## config.mk

```make
export PLATFORM = sky130hd
export DESIGN_NAME = mult_unit_top
export DESIGN_NICKNAME = d
export VERILOG_FILES = /design/src/mult_pkg.sv /design/src/mult_bus_ctrl.sv /design/src/mult_operand_regs.sv /design/src/mult_pipe.sv /design/src/mult_result_fifo.sv /design/src/mult_stage.sv /design/src/mult_unit_top.sv
export SDC_FILE = /design/constraint.sdc
export NUM_CORES = 2
export LEC_CHECK = 0
export BUFFER_PORTS_ARGS = -buffer_cell sky130_fd_sc_hd__buf_2
export CELL_PAD_IN_SITES_DETAIL_PLACEMENT = 1
export CELL_PAD_IN_SITES_GLOBAL_PLACEMENT = 1
export CORE_MARGIN = 4
export CORE_UTILIZATION = 53
export DETAILED_ROUTE_END_ITERATION = 10
export PLACE_DENSITY = 0.82
export SKIP_LAST_GASP = 1
export SYNTH_ARGS = -nofsm -noshare
export SYNTH_HDL_FRONTEND = slang
export SYNTH_SLANG_ARGS = --single-unit
```

## constraint.sdc

```tcl
create_clock -name clock -period 9 [get_ports clock]
set_input_delay 1.8 -clock clock [delete_from_list [all_inputs] [get_ports clock]]
set_output_delay 1.8 -clock clock [all_outputs]
set_load 0.05 [all_outputs]
```

## src/mult_pkg.sv

```systemverilog
package mult_pkg;

	////////////////////
	// widths and word types
	////////////////////

	localparam int xlen = 32; // operand width

	typedef logic [xlen-1:0]   word_t;  // operands, results, bus data
	typedef logic [2*xlen-1:0] dword_t; // full product, stage values
	typedef logic [7:0]        count_t; // fifo and in-flight counts
	typedef logic [1:0]        adr_t;   // word address on the bus

	////////////////////
	// multiply function, taken from cmd write bits 1:0
	////////////////////

	typedef enum logic [1:0] {
		mul_lo    = 2'd0, // MUL, low word
		mul_hi_ss = 2'd1, // MULH, signed x signed
		mul_hi_su = 2'd2, // MULHSU, signed x unsigned
		mul_hi_uu = 2'd3  // MULHU, unsigned x unsigned
	} mul_func_t;

	////////////////////
	// register map
	////////////////////

	localparam adr_t reg_opa    = 2'd0; // operand a, r/w
	localparam adr_t reg_opb    = 2'd1; // operand b, r/w

	// write launches a multiply
	// read gives status, fifo count in 7:0 and in-flight count in 15:8
	localparam adr_t reg_cmd    = 2'd2;

	// read pops the fifo, zero when empty; writes dropped
	localparam adr_t reg_result = 2'd3;

	// status field positions
	localparam int status_fifo_lsb   = 0;
	localparam int status_flight_lsb = 8;

endpackage

```

## src/mult_bus_ctrl.sv

```systemverilog
`timescale 1ns/1ps

module mult_bus_ctrl #(
	parameter int FIFO_DEPTH = 8
) (
	input  logic                clock,
	input  logic                reset,
	input  logic                cyc,
	input  logic                stb,
	input  logic                we,
	input  mult_pkg::adr_t      adr,
	input  mult_pkg::word_t     dat_w,
	output logic                ack,
	output mult_pkg::word_t     dat_r,
	input  mult_pkg::word_t     opa,
	input  mult_pkg::word_t     opb,
	input  mult_pkg::word_t     fifo_head,
	input  mult_pkg::count_t    fifo_count,
	input  logic                done,
	output logic                opa_load,
	output logic                opb_load,
	output logic                start,
	output mult_pkg::mul_func_t func,
	output logic                pop
);

	typedef enum logic {
		st_idle,    // waiting for / decoding a request
		st_respond  // ack cycle
	} state_t;

	state_t           state, state_next;
	mult_pkg::count_t inflight;   // launched, not yet done
	logic [8:0]       occupancy;  // inflight + fifo, one extra bit
	logic             credit_ok;
	logic             req;
	logic             is_cmd_wr;
	mult_pkg::word_t  status;

	assign req       = cyc && stb;
	assign is_cmd_wr = we && (adr == mult_pkg::reg_cmd);

	// room for one more result once everything in flight lands
	assign occupancy = {1'b0, inflight} + {1'b0, fifo_count};
	assign credit_ok = (occupancy < 9'(FIFO_DEPTH));

	////////////////////
	// handshake FSM
	////////////////////

	always_comb begin
		state_next = state;
		case (state)
			st_idle: begin
				if (req && (!is_cmd_wr || credit_ok)) begin
					state_next = st_respond; // no credit, hold in wait states
				end
			end
			default: state_next = st_idle; // master drops stb after ack
		endcase
	end

	always_ff @(posedge clock) begin
		if (reset) begin
			state <= st_idle;
		end else begin
			state <= state_next;
		end
	end

	assign ack = (state == st_respond); // straight from the state flop

	// strobes fire on the ack cycle, master still holds adr/we/dat_w
	assign opa_load = ack && we && (adr == mult_pkg::reg_opa);
	assign opb_load = ack && we && (adr == mult_pkg::reg_opb);
	assign start    = ack && is_cmd_wr;
	assign pop      = ack && !we && (adr == mult_pkg::reg_result);
	assign func     = mult_pkg::mul_func_t'(dat_w[1:0]);

	////////////////////
	// in-flight counter
	////////////////////

	always_ff @(posedge clock) begin
		if (reset) begin
			inflight <= '0;
		end else begin
			case ({start, done})
				2'b10:   inflight <= inflight + 1'b1;
				2'b01:   inflight <= inflight - 1'b1;
				default: inflight <= inflight; // both or neither
			endcase
		end
	end

	////////////////////
	// read mux
	////////////////////

	always_comb begin
		status = '0;
		status[mult_pkg::status_fifo_lsb +: 8]   = fifo_count;
		status[mult_pkg::status_flight_lsb +: 8] = inflight;
	end

	always_comb begin
		case (adr)
			mult_pkg::reg_opa: dat_r = opa;
			mult_pkg::reg_opb: dat_r = opb;
			mult_pkg::reg_cmd: dat_r = status;
			default:           dat_r = fifo_head; // zero when empty
		endcase
	end

endmodule

```

## src/mult_operand_regs.sv

```systemverilog
`timescale 1ns/1ps

module mult_operand_regs (
	input  logic            clock,
	input  logic            reset,
	input  logic            opa_load,
	input  logic            opb_load,
	input  mult_pkg::word_t wdata,
	output mult_pkg::word_t opa,
	output mult_pkg::word_t opb
);

	////////////////////
	// operand a
	////////////////////

	// kept across launches so one value serves several commands
	always_ff @(posedge clock) begin
		if (reset) begin
			opa <= '0;
		end else if (opa_load) begin
			opa <= wdata; // full word write
		end
	end

	////////////////////
	// operand b
	////////////////////

	always_ff @(posedge clock) begin
		if (reset) begin
			opb <= '0;
		end else if (opb_load) begin
			opb <= wdata;
		end
	end

	// load strobes come from the ack cycle of the bus write
	// so the new value shows up one cycle after ack
	// a command written next acks at least two cycles later and sees it

endmodule

```

## src/mult_pipe.sv

```systemverilog
`timescale 1ns/1ps

module mult_pipe #(
	parameter int NUM_STAGES = 4
) (
	input  logic                clock,
	input  logic                reset,
	input  logic                start,
	input  mult_pkg::mul_func_t func,
	input  mult_pkg::word_t     opa,
	input  mult_pkg::word_t     opb,
	output logic                done,
	output mult_pkg::word_t     result
);

	localparam int xlen = mult_pkg::xlen;

	logic             a_signed, b_signed;
	mult_pkg::dword_t mcand_ext, mplier_ext; // opa is mcand, opb is mplier

	// chain taps, index 0 feeds stage 0, index NUM_STAGES is the tail
	logic             done_chain    [NUM_STAGES+1];
	logic             upper_chain   [NUM_STAGES+1];
	mult_pkg::dword_t mplier_chain  [NUM_STAGES+1];
	mult_pkg::dword_t mcand_chain   [NUM_STAGES+1];
	mult_pkg::dword_t product_chain [NUM_STAGES+1];

	////////////////////
	// operand signs
	////////////////////

	always_comb begin
		case (func)
			mult_pkg::mul_lo, mult_pkg::mul_hi_ss: begin
				a_signed = 1'b1;
				b_signed = 1'b1;
			end
			mult_pkg::mul_hi_su: begin
				a_signed = 1'b1; // only rs1 signed
				b_signed = 1'b0;
			end
			default: begin // mulhu
				a_signed = 1'b0;
				b_signed = 1'b0;
			end
		endcase
	end

	assign mcand_ext  = a_signed ? {{xlen{opa[xlen-1]}}, opa} : {{xlen{1'b0}}, opa};
	assign mplier_ext = b_signed ? {{xlen{opb[xlen-1]}}, opb} : {{xlen{1'b0}}, opb};

	// head of chain
	assign done_chain[0]    = start;
	assign upper_chain[0]   = (func != mult_pkg::mul_lo);
	assign mplier_chain[0]  = mplier_ext;
	assign mcand_chain[0]   = mcand_ext;
	assign product_chain[0] = '0;

	////////////////////
	// stage chain
	////////////////////

	for (genvar i = 0; i < NUM_STAGES; i++) begin : g_stage
		mult_stage #(.NUM_STAGES(NUM_STAGES)) i_stage (
			.clock       (clock),
			.reset       (reset),
			.start       (done_chain[i]),
			.mplier_in   (mplier_chain[i]),
			.mcand_in    (mcand_chain[i]),
			.product_in  (product_chain[i]),
			.upper_in    (upper_chain[i]),
			.done        (done_chain[i+1]),
			.mplier_out  (mplier_chain[i+1]),
			.mcand_out   (mcand_chain[i+1]),
			.product_out (product_chain[i+1]),
			.upper_out   (upper_chain[i+1])
		);
	end

	// half select at the tail, flag came down with the data
	assign done   = done_chain[NUM_STAGES];
	assign result = upper_chain[NUM_STAGES] ? product_chain[NUM_STAGES][2*xlen-1:xlen]
	                                        : product_chain[NUM_STAGES][xlen-1:0];

endmodule

```

## src/mult_result_fifo.sv

```systemverilog
`timescale 1ns/1ps

module mult_result_fifo #(
	parameter int FIFO_DEPTH = 8
) (
	input  logic             clock,
	input  logic             reset,
	input  logic             push,
	input  mult_pkg::word_t  wdata,
	input  logic             pop,
	output mult_pkg::word_t  head,
	output mult_pkg::count_t count
);

	localparam int ptr_w = (FIFO_DEPTH > 1) ? $clog2(FIFO_DEPTH) : 1;

	mult_pkg::word_t  mem [FIFO_DEPTH]; // storage, no reset
	logic [ptr_w-1:0] rd_ptr, wr_ptr;
	logic             empty, full;
	logic             do_push, do_pop;

	// pointer step with wrap for any depth
	function automatic logic [ptr_w-1:0] ptr_next(input logic [ptr_w-1:0] ptr);
		logic [ptr_w-1:0] nxt;
		if (ptr == ptr_w'(FIFO_DEPTH - 1)) begin
			nxt = '0;
		end else begin
			nxt = ptr + 1'b1;
		end
		return nxt;
	endfunction

	assign empty = (count == '0);
	assign full  = (count == mult_pkg::count_t'(FIFO_DEPTH));

	assign do_pop  = pop && !empty;           // pop on empty dropped
	assign do_push = push && (!full || do_pop); // credits keep this from overflowing

	// zero when nothing stored
	assign head = empty ? '0 : mem[rd_ptr];

	////////////////////
	// storage write
	////////////////////

	always_ff @(posedge clock) begin
		if (do_push) begin
			mem[wr_ptr] <= wdata;
		end
	end

	////////////////////
	// pointers and count
	////////////////////

	always_ff @(posedge clock) begin
		if (reset) begin
			rd_ptr <= '0;
			wr_ptr <= '0;
			count  <= '0;
		end else begin
			if (do_push) begin
				wr_ptr <= ptr_next(wr_ptr);
			end
			if (do_pop) begin
				rd_ptr <= ptr_next(rd_ptr);
			end
			// push and pop together leave count alone
			count <= count + mult_pkg::count_t'(do_push) - mult_pkg::count_t'(do_pop);
		end
	end

endmodule

```

## src/mult_stage.sv

```systemverilog
`timescale 1ns/1ps

module mult_stage #(
	parameter int NUM_STAGES = 4
) (
	input  logic             clock,
	input  logic             reset,
	input  logic             start,
	input  mult_pkg::dword_t mplier_in,
	input  mult_pkg::dword_t mcand_in,
	input  mult_pkg::dword_t product_in,
	input  logic             upper_in,
	output logic             done,
	output mult_pkg::dword_t mplier_out,
	output mult_pkg::dword_t mcand_out,
	output mult_pkg::dword_t product_out,
	output logic             upper_out
);

	// multiplier bits consumed per stage
	localparam int num_bits = $bits(mult_pkg::dword_t) / NUM_STAGES;

	mult_pkg::dword_t prod_in_reg;  // running sum from earlier stages
	mult_pkg::dword_t partial_prod; // this stage's slice product
	mult_pkg::dword_t next_partial;

	// slice x multiplicand, truncated to 64 bits
	assign next_partial = mplier_in[num_bits-1:0] * mcand_in;

	// sum leaves the stage combinationally from the two registers
	assign product_out = prod_in_reg + partial_prod;

	// datapath, no reset
	always_ff @(posedge clock) begin
		prod_in_reg  <= product_in;
		partial_prod <= next_partial;
		mplier_out   <= mplier_in >> num_bits; // drop used slice
		mcand_out    <= mcand_in << num_bits;  // weight for next slice
		upper_out    <= upper_in;              // travels with data
	end

	// valid flag
	always_ff @(posedge clock) begin
		if (reset) begin
			done <= 1'b0;
		end else begin
			done <= start;
		end
	end

endmodule

```

## src/mult_unit_top.sv

```systemverilog
`timescale 1ns/1ps

module mult_unit_top #(
	parameter int NUM_STAGES = 4, // must divide 64
	parameter int FIFO_DEPTH = 8
) (
	input  logic            clock,
	input  logic            reset,
	input  logic            cyc,
	input  logic            stb,
	input  logic            we,
	input  mult_pkg::adr_t  adr,
	input  mult_pkg::word_t dat_w,
	output mult_pkg::word_t dat_r,
	output logic            ack
);

	logic                opa_load, opb_load; // operand strobes
	logic                start, pop;
	logic                done;
	mult_pkg::mul_func_t func;
	mult_pkg::word_t     opa, opb;
	mult_pkg::word_t     result;     // half-selected product
	mult_pkg::word_t     fifo_head;
	mult_pkg::count_t    fifo_count;

	////////////////////
	// bus side
	////////////////////

	mult_bus_ctrl #(.FIFO_DEPTH(FIFO_DEPTH)) i_bus_ctrl (
		.clock      (clock),
		.reset      (reset),
		.cyc        (cyc),
		.stb        (stb),
		.we         (we),
		.adr        (adr),
		.dat_w      (dat_w),
		.ack        (ack),
		.dat_r      (dat_r),
		.opa        (opa),
		.opb        (opb),
		.fifo_head  (fifo_head),
		.fifo_count (fifo_count),
		.done       (done),
		.opa_load   (opa_load),
		.opb_load   (opb_load),
		.start      (start),
		.func       (func),
		.pop        (pop)
	);

	mult_operand_regs i_operand_regs (
		.clock    (clock),
		.reset    (reset),
		.opa_load (opa_load),
		.opb_load (opb_load),
		.wdata    (dat_w),  // full-word writes only
		.opa      (opa),
		.opb      (opb)
	);

	////////////////////
	// datapath
	////////////////////

	mult_pipe #(.NUM_STAGES(NUM_STAGES)) i_pipe (
		.clock  (clock),
		.reset  (reset),
		.start  (start),
		.func   (func),
		.opa    (opa),
		.opb    (opb),
		.done   (done),
		.result (result)
	);

	mult_result_fifo #(.FIFO_DEPTH(FIFO_DEPTH)) i_result_fifo (
		.clock (clock),
		.reset (reset),
		.push  (done),      // every finished multiply lands here
		.wdata (result),
		.pop   (pop),
		.head  (fifo_head),
		.count (fifo_count)
	);

endmodule

```

==> results.py <==
metrics = {
    "run_status": {
        "status": "finished, final reports clean",
    },
    "grt": {
        "grt.overflow.total": 0,
        "grt_usage_pct": 31.9,
        "antenna_found_initial": 23,
        "grt_max_degree": 92,
        "grt_pass1_vias": 57500,
        "grt_pass1_wl_mm": 341,
    },
    "synthesis": {
        "synth_seq_area_share_pct": 26.5,
        "syn_area_sq_um": 70600,
        "syn_inst": 6810,
        "synth_edf_count": 256,
        "synth_area_per_cell_sq_um": 10.4,
        "ys_ff_latch": 806,
        "ys_warn_count": 0,
        "syn_nets": 8420,
        "yosysUniqueCellTypes": 75,
        "ys.flop_type": "dfxtp_1",
        "async_flop_share_pct": 0,
    },
    "timing": {
        "fmax_ghz": 0.122,
        "whs_ns": 0.302,
        "post-route-period-util_pct": 90.8,
        "min_period_ns": 8.17,
        "setup_viol": 0,
        "timing_hold_violations_final": 0,
        "skew_ns": 0.0616,
        "slew_viol_final": 0,
        "fin_tns_setup_ns": 0,
        "slew_headroom_pct": 7.92,
        "grt_setup_unrepaired": "false",
        "worst_pin_slew_ns": 1.38,
    },
    "pwr": {
        "p_leak_nw": 35.1,
        "p_sw_share_pct": 24.9,
        "p_int_mw": 5.89,
        "cellPowerDensity_nw_per_um2": 103,
        "pwr-share-clk_pct": 46.9,
        "pwr-share-comb_pct": 4.9,
        "worst_ir_drop_vdd_uv": 131,
        "power_switching_mw": 1.95,
        "p_seq_share_pct": 48.2,
    },
    "clock_network": {
        "htreeDepth": 3,
        "cts_setup_buffers": 0,
        "ctsResizeCount": 0,
        "cts_root_buf": "clkbuf_16",
        "cts_tree": "yes",
        "cts_hold_buf": 0,
        "clk_pin_slew_ns": 0.07,
        "clk_latency_ns": 0.73,
        "cts_buffer_depth": 3,
        "cts-buffers-inserted": 84,
        "cts_sinks": 806,
    },
    "setup_path": {
        "path_max_fanout": 29,
        "crit_start": "i_operand_regs.opb[4]",
        "rr_worst_depth": 22,
        "crit-reg2reg-launch": "i_operand_regs.opb[4]",
        "cp-start-kind": "flip-flop",
        "crit_end": "i_pipe.g_stage[0].i_stage.partial_prod[54]",
        "r2r_end": "i_pipe.g_stage[0].i_stage.partial_prod[54]",
        "worstPathRequired_ns": 9.54,
        "critPathArrivalTime_ns": 8.71,
        "worstSetupPathType": "flip-flop to flip-flop",
        "r2r_slack_ns": 0.83,
        "cp-end-kind": "flip-flop",
    },
    "floorplanning": {
        "design.core.area_sq_um": 132000,
        "initial_core_util_pct": 53.5,
        "io_pins": 72,
        "die_area_sq_um": 139000,
        "die_y_um": 373,
        "die_w_um": 373,
        "rows": 133,
    },
    "detailed_routing": {
        "ant_nets": 0,
        "viasPerCell": 5.79,
        "drt_iter0_markers": 3952,
        "routed_wl_mm": 219,
        "wl_per_cell_um": 25.3,
        "vias": 50000,
        "drc": 0,
        "first_pass_iters": 5,
    },
    "placed_design": {
        "gp_congestion": 0.938,
        "hpwlAfterDp_mm": 166,
        "port_buffers": 71,
    },
    "layout": {
        "largest_reg_flops": 256,
        "area_growth_syn_to_layout_pct": 7.53,
        "post-route-util_pct": 57.5,
        "drive_gt1_share_pct": 6.31,
        "nNetsFinal": 8412,
    },
    "run": {
        "cap_violations": 0,
    },
    "min_path": {
        "hp-class": "flip-flop to flip-flop",
    },
}
-- cell type report --
class	instances	area [sq um]
Antenna cell	7	17.5
Clock buffer	108	2340
Clock inverter	49	584
Fill cell	14200	56100
Inverter	1310	4920
Multi-Input combinational cell	4433	46100
Sequential cell	806	18700
Tap cell	1755	2200
Timing Repair Buffer	167	1090
-- critical path: stages (launching register included) --
cell,delay (ns)
dfxtp_1,1.24
and2_1,0.29
fa_1,0.39
inv_1,0.08
fa_1,0.44
fa_1,0.53
inv_1,0.06
fa_1,0.49
fa_1,0.49
inv_1,0.05
fa_1,0.47
inv_1,0.04
ha_1,0.41
nand3_2,0.17
or3_1,0.39
or4b_1,0.65
a31o_1,0.35
a31oi_4,0.25
a31oi_2,0.20
o41a_1,0.44
o21ai_1,0.23
and2_2,0.24
o21ai_1,0.07
-- logic make-up after synthesis --
kind of cell,after synthesis,synth area share (%)
AO/OA/AOI/OAI,700,6.31
XOR/XNOR,245,3.04
adder cells (fa/ha/maj),1571,40.8
buffers and inverters,1571,8.36
flip-flops,806,26.5
multiplexers,158,3.42
AND/OR/NAND/NOR,1759,11.6
-- metrics by stage --
stage                     setup WS, ns  power [mW]  cell area, sq um  cells
after global placement           0.748        4.21             73000   8471
final                            0.829        7.84             75900   8635
after floorplan                   1.06        4.09             70600   6810
after CTS                        0.866        7.87             75900   8628
after detailed placement         0.467        4.22             73000   8471
after global routing             0.585        8.06             75900   8629
-- synth_stat cells (16+ instances only) --
cell	n	share of area, %
edfxtp_1	256	11
a31oi_1	20	0.18
fa_1	1219	35
o21ai_1	42	0.30
mux4_2	64	2.0
a21o_1	92	0.98
xor2_1	68	0.84
mux2i_1	68	0.96
o22ai_1	20	0.18
a211oi_1	18	0.19
dfxtp_1	550	16
nor2_1	150	0.80
and3_1	22	0.19
ha_1	352	6.2
nor3_1	39	0.28
o21a_1	37	0.39
o221ai_1	17	0.21
nand2_1	967	5.1
nand4_1	16	0.14
mux2_2	26	0.41
nand2b_1	26	0.23
or3_1	19	0.17
xnor2_1	177	2.2
clkbuf_1	249	1.3
a21oi_1	256	1.8
o21bai_1	30	0.32
o21ai_0	67	0.48
and2_1	403	3.6
inv_1	1310	7.0
nor2b_1	38	0.34
nand3_1	36	0.26
-- layer usage --
metal	share of wire, %	track usage (%)	vias to the layer above	wire length (um)
met2	50	54.6	2036	108000
met5	0.037	0	-	80
met4	5.0	13.8	12	10800
met1	38	39.9	26300	83600
li1	-	-	21100	-
met3	7.2	5.56	616	15800
-- cells in the final DEF (no fill, tap or decap), types with 37 or more instances in the layout --
master / synthesis / routed
mux4_2: 64 / 64
nand2_1: 967 / 967
o21ai_1: 42 / 42
nor2_1: 150 / 148
o21a_1: 37 / 37
mux2i_1: 68 / 68
buf_2: 1 / 70
fa_1: 1219 / 1219
buf_4: 0 / 96
xnor2_1: 177 / 177
inv_1: 1310 / 1310
xor2_1: 68 / 68
edfxtp_1: 256 / 256
clkbuf_16: 0 / 87
o21ai_0: 67 / 67
a21oi_1: 256 / 256
nor2b_1: 38 / 38
a21o_1: 92 / 92
dfxtp_1: 550 / 542
ha_1: 352 / 352
and2_1: 403 / 403
-- power groups by stage --
stage	sequential (mW)	clock, mW	combinational [mW]
3_3_place_gp	3.86	0	0.350
4_1_cts	3.78	3.71	0.376
3_5_place_dp	3.86	0	0.360
5_1_grt	3.78	3.88	0.401
2_1_floorplan	3.84	0	0.257
6_report	3.78	3.68	0.381
-- worst min-delay path by stage --
| stage | startpoint | depth (start not counted) | to | slack [ns] |
|---|---|---|---|---|
| floorplan | i_pipe.g_stage[0].i_stage.mplier_out[16] | 0 | i_pipe.g_stage[1].i_stage.mplier_out[0] | 0.31 |
| global placement | i_pipe.g_stage[2].i_stage.prod_in_reg[3] | 0 | i_pipe.g_stage[3].i_stage.prod_in_reg[3] | 0.31 |
| detailed placement | i_pipe.g_stage[0].i_stage.partial_prod[14] | 0 | i_pipe.g_stage[1].i_stage.prod_in_reg[14] | 0.31 |
| CTS | i_pipe.g_stage[0].i_stage.partial_prod[50] | 0 | i_pipe.g_stage[1].i_stage.prod_in_reg[50] | 0.30 |
| global route | i_pipe.g_stage[0].i_stage.partial_prod[50] | 0 | i_pipe.g_stage[1].i_stage.prod_in_reg[50] | 0.32 |
| finish | i_pipe.g_stage[0].i_stage.partial_prod[50] | 0 | i_pipe.g_stage[1].i_stage.prod_in_reg[50] | 0.30 |
(Power assumes the default switching activity.)
